==> src/hdl/rt_wrapper_pkg.sv <==
`default_nettype none

package rt_wrapper_pkg;

    // Register bus geometry
    localparam int REG_ADDR_W = 8;
    localparam int REG_DATA_W = 32;

    // Byte addresses of the register map
    localparam logic [REG_ADDR_W-1:0] ADDR_VERSION   = 8'h00;
    localparam logic [REG_ADDR_W-1:0] ADDR_CYCLE     = 8'h04;
    localparam logic [REG_ADDR_W-1:0] ADDR_DIVISOR   = 8'h08;
    localparam logic [REG_ADDR_W-1:0] ADDR_TRNG_DATA = 8'h0C;  // Write only
    localparam logic [REG_ADDR_W-1:0] ADDR_TRNG_CTRL = 8'h10;  // Bit 0 flushes
    localparam logic [REG_ADDR_W-1:0] ADDR_STATUS    = 8'h14;
    localparam logic [REG_ADDR_W-1:0] ADDR_LOG_DATA  = 8'h18;  // Pops on read

    localparam logic [REG_DATA_W-1:0] FPGA_VERSION = 32'h0001_0200;

    // Log FIFO
    localparam int LOG_CHAR_W = 8;
    localparam int LOG_DEPTH  = 16;
    localparam int LOG_PTR_W  = $clog2(LOG_DEPTH);

    // Entropy FIFO and serializer
    localparam int NIBBLE_W         = 4;
    localparam int NIBBLES_PER_WORD = 8;
    localparam int NIBBLE_IDX_W     = $clog2(NIBBLES_PER_WORD);
    localparam int TRNG_DEPTH       = 4;
    localparam int TRNG_PTR_W       = $clog2(TRNG_DEPTH);

    // Status word bit positions
    localparam int STATUS_LOG_EMPTY  = 0;
    localparam int STATUS_LOG_FULL   = 1;
    localparam int STATUS_TRNG_EMPTY = 2;
    localparam int STATUS_TRNG_FULL  = 3;

    localparam int LOG_VALID_BIT = 8;  // Set when a character came back

    // Entropy word as software writes it, or as the nibbles the core consumes
    typedef union packed {
        logic [REG_DATA_W-1:0]                      word;
        logic [NIBBLES_PER_WORD-1:0][NIBBLE_W-1:0] nibble;  // Nibble 0 is the LSBs
    } trng_word_u;

endpackage

`default_nettype wire

==> src/hdl/rt_wrapper_if.sv <==
`default_nettype none

// Register block to log FIFO read side
interface log_rd_if import rt_wrapper_pkg::*; ();

    logic                  pop;
    logic [LOG_CHAR_W-1:0] head_char;  // First-word-fall-through head
    logic                  empty;
    logic                  full;

    modport regs_side (
        output pop,
        input  head_char,
        input  empty,
        input  full
    );

    modport fifo_side (
        input  pop,
        output head_char,
        output empty,
        output full
    );

endinterface

// Register block to entropy feeder control
interface trng_ctl_if import rt_wrapper_pkg::*; ();

    logic                  push;
    trng_word_u            push_word;
    logic                  flush;
    logic [REG_DATA_W-1:0] divisor;  // Throttle reload value
    logic                  empty;
    logic                  full;

    modport regs_side (
        output push,
        output push_word,
        output flush,
        output divisor,
        input  empty,
        input  full
    );

    modport feeder_side (
        input  push,
        input  push_word,
        input  flush,
        input  divisor,
        output empty,
        output full
    );

endinterface

`default_nettype wire

==> src/hdl/rt_wrapper_regs.sv <==
`default_nettype none

module rt_wrapper_regs import rt_wrapper_pkg::*; (
    input  wire                   core_clk,
    input  wire                   hwif_out,
    input  wire                   reg_wr_en,
    input  wire                   reg_rd_en,
    input  wire  [REG_ADDR_W-1:0] reg_addr,
    input  wire  [REG_DATA_W-1:0] reg_wdata,
    output logic [REG_DATA_W-1:0] reg_rdata,
    log_rd_if.regs_side           log,
    trng_ctl_if.regs_side         trng
);

    logic [REG_DATA_W-1:0] cycle_count;
    logic [REG_DATA_W-1:0] divisor;
    logic [REG_DATA_W-1:0] status_word;
    logic [REG_DATA_W-1:0] log_word;
    logic [REG_DATA_W-1:0] rd_mux;
    logic                  wr_divisor;
    logic                  wr_trng_data;
    logic                  wr_trng_ctrl;
    logic                  rd_log_data;

    // Address decode
    assign wr_divisor   = reg_wr_en && (reg_addr == ADDR_DIVISOR);
    assign wr_trng_data = reg_wr_en && (reg_addr == ADDR_TRNG_DATA);
    assign wr_trng_ctrl = reg_wr_en && (reg_addr == ADDR_TRNG_CTRL);
    assign rd_log_data  = reg_rd_en && (reg_addr == ADDR_LOG_DATA);

    // Strobes act at the same edge as the bus access
    assign trng.push      = wr_trng_data;  // Feeder drops it when full
    assign trng.push_word = trng_word_u'(reg_wdata);
    assign trng.flush     = wr_trng_ctrl && reg_wdata[0];
    assign trng.divisor   = divisor;

    // Pop only when a character is really handed out
    assign log.pop = rd_log_data && !log.empty;

    // Free running and wraps silently
    always_ff @(posedge core_clk or negedge hwif_out) begin
        if (!hwif_out) begin
            cycle_count <= '0;
        end else begin
            cycle_count <= cycle_count + 1'b1;
        end
    end

    always_ff @(posedge core_clk or negedge hwif_out) begin
        if (!hwif_out) begin
            divisor <= '0;
        end else if (wr_divisor) begin
            divisor <= reg_wdata;
        end
    end

    always_comb begin
        status_word                    = '0;
        status_word[STATUS_LOG_EMPTY]  = log.empty;
        status_word[STATUS_LOG_FULL]   = log.full;
        status_word[STATUS_TRNG_EMPTY] = trng.empty;
        status_word[STATUS_TRNG_FULL]  = trng.full;
    end

    // Head character plus valid flag or all zeros when nothing is queued
    always_comb begin
        log_word = '0;
        if (!log.empty) begin
            log_word[LOG_CHAR_W-1:0] = log.head_char;
            log_word[LOG_VALID_BIT]  = 1'b1;
        end
    end

    always_comb begin
        case (reg_addr)
            ADDR_VERSION:  rd_mux = FPGA_VERSION;
            ADDR_CYCLE:    rd_mux = cycle_count;
            ADDR_DIVISOR:  rd_mux = divisor;
            ADDR_STATUS:   rd_mux = status_word;
            ADDR_LOG_DATA: rd_mux = log_word;
            default:       rd_mux = '0;  // Includes the write-only entropy registers
        endcase
    end

    // Read data is held until the next read
    always_ff @(posedge core_clk or negedge hwif_out) begin
        if (!hwif_out) begin
            reg_rdata <= '0;
        end else if (reg_rd_en) begin
            reg_rdata <= rd_mux;
        end
    end

endmodule

`default_nettype wire

==> src/hdl/rt_log_fifo.sv <==
`default_nettype none

module rt_log_fifo import rt_wrapper_pkg::*; (
    input  wire                  core_clk,
    input  wire                  hwif_out,
    input  wire                  log_char_wr,
    input  wire [LOG_CHAR_W-1:0] log_char,
    log_rd_if.fifo_side          rd
);

    logic [LOG_CHAR_W-1:0] mem [LOG_DEPTH];
    logic [LOG_PTR_W-1:0]  wr_ptr;
    logic [LOG_PTR_W-1:0]  rd_ptr;
    logic [LOG_PTR_W:0]    count;  // One extra bit to tell full from empty
    logic                  do_push;
    logic                  do_pop;

    // Flags come from the registered count
    assign rd.empty = (count == '0);
    assign rd.full  = (count == (LOG_PTR_W+1)'(LOG_DEPTH));

    assign do_push = log_char_wr && !rd.full;  // Overflow characters are lost
    assign do_pop  = rd.pop && !rd.empty;

    assign rd.head_char = mem[rd_ptr];

    always_ff @(posedge core_clk) begin
        if (do_push) begin
            mem[wr_ptr] <= log_char;
        end
    end

    // Pointers wrap on their own since the depth is a power of two
    always_ff @(posedge core_clk or negedge hwif_out) begin
        if (!hwif_out) begin
            wr_ptr <= '0;
            rd_ptr <= '0;
            count  <= '0;
        end else begin
            if (do_push) begin
                wr_ptr <= wr_ptr + 1'b1;
            end
            if (do_pop) begin
                rd_ptr <= rd_ptr + 1'b1;
            end
            case ({do_push, do_pop})
                2'b10:   count <= count + 1'b1;
                2'b01:   count <= count - 1'b1;
                default: count <= count;
            endcase
        end
    end

endmodule

`default_nettype wire

==> src/hdl/rt_itrng_feeder.sv <==
`default_nettype none

module rt_itrng_feeder import rt_wrapper_pkg::*; (
    input  wire                 core_clk,
    input  wire                 hwif_out,
    input  wire                 etrng_req,
    output logic [NIBBLE_W-1:0] itrng_data,
    output logic                itrng_valid,
    trng_ctl_if.feeder_side     ctl
);

    trng_word_u              fifo_mem [TRNG_DEPTH];
    trng_word_u              head;
    logic [TRNG_PTR_W-1:0]   wr_ptr;
    logic [TRNG_PTR_W-1:0]   rd_ptr;
    logic [TRNG_PTR_W:0]     count;
    logic [NIBBLE_IDX_W-1:0] nib_idx;   // Next nibble of the head word
    logic [REG_DATA_W-1:0]   throttle;  // Cycles until the next request sample
    logic                    sample;
    logic                    fire;
    logic                    last_nib;
    logic                    do_push;
    logic                    do_pop;

    assign ctl.empty = (count == '0);
    assign ctl.full  = (count == (TRNG_PTR_W+1)'(TRNG_DEPTH));

    assign head = fifo_mem[rd_ptr];

    // Request is only looked at when the throttle has run out
    assign sample   = (throttle == '0);
    assign fire     = sample && etrng_req && !ctl.empty && !ctl.flush;
    assign last_nib = (nib_idx == NIBBLE_IDX_W'(NIBBLES_PER_WORD - 1));

    assign do_push = ctl.push && !ctl.full && !ctl.flush;
    assign do_pop  = fire && last_nib;  // Word retires after its top nibble

    always_ff @(posedge core_clk) begin
        if (do_push) begin
            fifo_mem[wr_ptr] <= ctl.push_word;
        end
    end

    always_ff @(posedge core_clk or negedge hwif_out) begin
        if (!hwif_out) begin
            wr_ptr  <= '0;
            rd_ptr  <= '0;
            count   <= '0;
            nib_idx <= '0;
        end else if (ctl.flush) begin
            // Software clear simply forgets the contents
            wr_ptr  <= '0;
            rd_ptr  <= '0;
            count   <= '0;
            nib_idx <= '0;
        end else begin
            if (do_push) begin
                wr_ptr <= wr_ptr + 1'b1;
            end
            if (do_pop) begin
                rd_ptr <= rd_ptr + 1'b1;
            end
            if (fire) begin
                nib_idx <= nib_idx + 1'b1;  // Wraps to 0 with the pop
            end
            case ({do_push, do_pop})
                2'b10:   count <= count + 1'b1;
                2'b01:   count <= count - 1'b1;
                default: count <= count;
            endcase
        end
    end

    // Throttle reloads on every sample
    always_ff @(posedge core_clk or negedge hwif_out) begin
        if (!hwif_out) begin
            throttle <= '0;
        end else if (sample) begin
            throttle <= ctl.divisor;
        end else begin
            throttle <= throttle - 1'b1;
        end
    end

    // One-cycle valid with the nibble held afterwards
    always_ff @(posedge core_clk or negedge hwif_out) begin
        if (!hwif_out) begin
            itrng_valid <= 1'b0;
            itrng_data  <= '0;
        end else begin
            itrng_valid <= fire;
            if (fire) begin
                itrng_data <= head.nibble[nib_idx];
            end
        end
    end

endmodule

`default_nettype wire

==> src/hdl/rt_wrapper_top.sv <==
`default_nettype none

module rt_wrapper_top import rt_wrapper_pkg::*; (
    input  wire                   core_clk,
    input  wire                   hwif_out,

    // Register bus
    input  wire                   reg_wr_en,
    input  wire                   reg_rd_en,
    input  wire  [REG_ADDR_W-1:0] reg_addr,
    input  wire  [REG_DATA_W-1:0] reg_wdata,
    output logic [REG_DATA_W-1:0] reg_rdata,

    // Characters from the core
    input  wire                   log_char_wr,
    input  wire  [LOG_CHAR_W-1:0] log_char,

    // Entropy toward the core
    input  wire                   etrng_req,
    output logic [NIBBLE_W-1:0]   itrng_data,
    output logic                  itrng_valid
);

    log_rd_if   log_rd ();
    trng_ctl_if trng_ctl ();

    rt_wrapper_regs u_regs (
        .core_clk  (core_clk),
        .hwif_out  (hwif_out),
        .reg_wr_en (reg_wr_en),
        .reg_rd_en (reg_rd_en),
        .reg_addr  (reg_addr),
        .reg_wdata (reg_wdata),
        .reg_rdata (reg_rdata),
        .log       (log_rd.regs_side),
        .trng      (trng_ctl.regs_side)
    );

    rt_log_fifo u_log_fifo (
        .core_clk    (core_clk),
        .hwif_out    (hwif_out),
        .log_char_wr (log_char_wr),
        .log_char    (log_char),
        .rd          (log_rd.fifo_side)
    );

    rt_itrng_feeder u_itrng_feeder (
        .core_clk    (core_clk),
        .hwif_out    (hwif_out),
        .etrng_req   (etrng_req),
        .itrng_data  (itrng_data),
        .itrng_valid (itrng_valid),
        .ctl         (trng_ctl.feeder_side)
    );

endmodule

`default_nettype wire

==> config.mk <==
export PLATFORM = sky130hd
export DESIGN_NAME = rt_wrapper_top
export DESIGN_NICKNAME = d
export VERILOG_FILES = /design/src/hdl/rt_wrapper_pkg.sv /design/src/hdl/rt_wrapper_if.sv /design/src/hdl/rt_wrapper_regs.sv /design/src/hdl/rt_log_fifo.sv /design/src/hdl/rt_itrng_feeder.sv /design/src/hdl/rt_wrapper_top.sv
export SDC_FILE = /design/constraint.sdc
export NUM_CORES = 1
export LEC_CHECK = 0
export BUFFER_PORTS_ARGS = -buffer_cell sky130_fd_sc_hd__buf_4
export CORE_ASPECT_RATIO = 1.5
export CORE_MARGIN = 3
export CORE_UTILIZATION = 50
export DETAILED_ROUTE_END_ITERATION = 16
export GPL_TIMING_DRIVEN = 0
export HOLD_SLACK_MARGIN = 0.06
export PLACE_DENSITY_LB_ADDON = 0.12
export RECOVER_POWER = 100
export SLEW_MARGIN = 40
export SYNTH_ARGS = -nofsm -noshare
export SYNTH_HDL_FRONTEND = slang
export SYNTH_SLANG_ARGS = --single-unit
==> constraint.sdc <==
create_clock -name core_clk -period 3.8 [get_ports core_clk]
set_input_delay 0.76 -clock core_clk [delete_from_list [all_inputs] [get_ports core_clk]]
set_output_delay 0.76 -clock core_clk [all_outputs]
set_load 0.05 [all_outputs]
==> results.md <==
- Outcome: finished with violations
- Failing checks: capacitance limit, slew limit
- Global-route wire length before repair: 59400 µm
- Worst setup margin: 0.346 ns
- PostCTS Resize Cnt: 0
- Root buffer cell: clkbuf_16
- Critical path arrival: 3.90 ns
- Initial antenna violation count: 0
- Crit end category: flop
- Final WL: 38700 µm
- Most frequent cells in the layout: edfxtp_1 (256), dfrtp_1 (156), clkbuf_1 (125)
- Final-report max-slew violation count: 43
- Layout area overhead: 12.8%
- TritonCTS Buffers: 39
- Hold Fails Final Rpt: 0
- Asr flop ratio synth: 0.379
- Startpoint types: primary input
- Wire per inst: 23.3 µm
- Site Rows: 82
- Top FF cell, synth: edfxtp_1
- EDFF count, synth: about 260
- Met1 wire length: around 14000 µm
- Clk_lat worst skew: ~0.54 ns
- Routed length on met2: 21500 µm
- Antenna diodes: 0
- Met3 WL: 1630 µm
- Clock transition at path regs: 0.07 ns
- Core region area: 33700 µm²
- Final net count: 1286
- Setup WS pre-CTS: -0.256 ns
- Vias: 9705
- Most common cell after layout, fill and taps aside: edfxtp_1
- CTS max path bufs: 3
- Overflow after GRT: 0
- Drt first pass iters: 5
- Post-DRT Antenna Nets: 0
- Setup Skew: 0.0223 ns
- Starting Density: 0.511
- Avg Cell Area, Syn: 16.0 µm²
- DRT iter0 DRCs: roughly 500
- Gate Count Post-Synth: 1076
- VDD IR max: 0.412 mV
- Net count after synthesis: around 1200
- Drt via density: 5.85
- Ys Warns: 0
- Total power per unit cell area: 534 nW/µm²
- Min cycle time layout: 3.45 ns
- TritonCTS clock tree: built
- Achievable Freq: ~290 MHz
- Total die area: 36700 µm²
- GPL Wtd Cong: approximately 0.84
- PortBufs: 89
- Worst Path Required: around 4.3 ns
- Placed wire-length estimate: roughly 28000 µm
- Gr usage total: 0.216
- Hold_buf cts: 0
- CP Class: primary input to flop
- Final Setup Violations: 0
- Critical path peak fanout: 9
- Worst slew pin tran: about 2.3 ns
- # Post-CTS Setup Buffers: 0
- Share of layout cells above drive strength 1: 0.167
- Die width: roughly 160 µm
- #FFs+latches synth: 412
- Die H: 233 µm
- Sink Count: 412
- # IOs: 91
- Final Util: 0.576
- RSZ-0062 raised after global routing: no
- Max Cap Viol: 1
- Leakage: 0.00685 µW
- Slew Limit Headroom: -0.515
- Worst Hold Class: flop to flop
- Uppermost layer routed: met4
- DRC viols: 0
- Count of cell types in the netlist: 66
- Sequential area share after synthesis: 0.674
- Vias in the first global route: between 10000 and 15000
- Cell Area, Synth: 17200 µm²
- Largest net degree at the start of global routing: between 60 and 70
- Fin crit share: 0.909
- H-tree Lvls: 2
## routing by layer
metal,track usage,up-vias
met4,0.0738,0
met3,0.0337,59
met5,0,-
met1,0.255,4984
li1,-,4444
met2,0.398,218
## report_power, final
group	switching (µW)	internal, µW	leakage [µW]	total (µW)
sequential	272	5120	0.00438	5400
combinational	594	425	0.00186	1020
clock	1660	2280	0.000614	3940
## cell families (layout without fill, tap and decap cells)
family,count (synthesis),count (layout),share of synthesized area
fa+ha+maj,21,21,0.0162
buf+inv,76,240,0.0178
simple gates,233,233,0.0727
compound gates,148,148,0.0614
xor+xnor,65,65,0.0331
mux,121,121,0.124
flops,412,412,0.674
## sequential cells by signal, summed over array words and instances, names as in the netlist, 3 cells and up
name and cells:
u_itrng_feeder.count 3, u_itrng_feeder.fifo_mem 128, u_itrng_feeder.itrng_data 4, u_itrng_feeder.nib_idx 3
u_itrng_feeder.throttle 32, u_log_fifo.count 5, u_log_fifo.mem 128, u_log_fifo.rd_ptr 4
u_log_fifo.wr_ptr 4, u_regs.cycle_count 32, u_regs.reg_rdata 32, u_regs.trng.divisor 32
## Yosys cell counts, types with 19 or more instances
library cell | n | area, µm²
dfrtp_1 | 156 | 3900
ha_1 | 19 | 238
edfxtp_1 | 256 | 7690
o2bb2ai_1 | 24 | 210
a22oi_1 | 26 | 195
mux4_2 | 70 | 1580
inv_1 | 25 | 93.8
nor2_1 | 45 | 169
clkbuf_1 | 29 | 109
nand2_1 | 56 | 210
mux2_2 | 38 | 428
nor3_1 | 19 | 95.1
a21oi_1 | 19 | 95.1
xnor2_1 | 51 | 447
o21ai_0 | 28 | 140
## critical path, stage by stage
cell and delay (ns):
clkbuf_4 0.10, or4_1 0.57, clkbuf_1 0.20, or3_1 0.41
a211oi_2 0.52, inv_1 0.10, ha_1 0.24, fa_1 0.38
xnor2_1 0.14, or3_1 0.30, a21oi_1 0.16
## final cells by class
class / instances / area [µm²]
Clock buffer: 51 / 1070
Multi-Input combinational cell: 588 / 5270
Timing Repair Buffer: 94 / 422
Buffer: 50 / 206
Sequential cell: 412 / 11600
Inverter: 26 / 97.6
Fill cell: 2750 / 14300
Clock inverter: 19 / 210
Tap cell: 420 / 526
## final timing paths
check,from,endpoint,slack [ns],cells after the start
worst max-delay path,reg_addr[5],u_itrng_feeder.count[2]$_DFFE_PN0P_,0.35,11
worst min-delay path,u_regs.cycle_count[0]$_DFF_PN0_,u_regs.cycle_count[0]$_DFF_PN0_,0.46,1
worst max register to register,u_log_fifo.count[1]$_DFFE_PN0P_,u_log_fifo.count[4]$_DFFE_PN0P_,0.35,11
worst min register to register,u_regs.cycle_count[0]$_DFF_PN0_,u_regs.cycle_count[0]$_DFF_PN0_,0.46,1
max in group asynchronous,hwif_out,u_regs.reg_rdata[31]$_DFFE_PN0P_,0.63,3
min in group asynchronous,hwif_out,u_regs.cycle_count[13]$_DFF_PN0_,0.91,1
## stage by stage
| step | power, µW | TNS, ns | hold slack, ns | cells | area (µm²) |
|---|---|---|---|---|---|
| 3_5_place_dp | 6570 | -0.471 | 0.458 | 1590 | 18500 |
| 5_1_grt | 10800 | 0 | 0.496 | 1660 | 19400 |
| 6_report | 10400 | 0 | 0.465 | 1660 | 19400 |
| 2_1_floorplan | 6120 | 0 | 0.434 | 1076 | 17200 |
| 4_1_cts | 10500 | 0 | 0.0976 | 1660 | 19800 |
| 3_3_place_gp | 6480 | -82.38 | 0.459 | 1585 | 18400 |
Power figures use the tool's default switching activity.
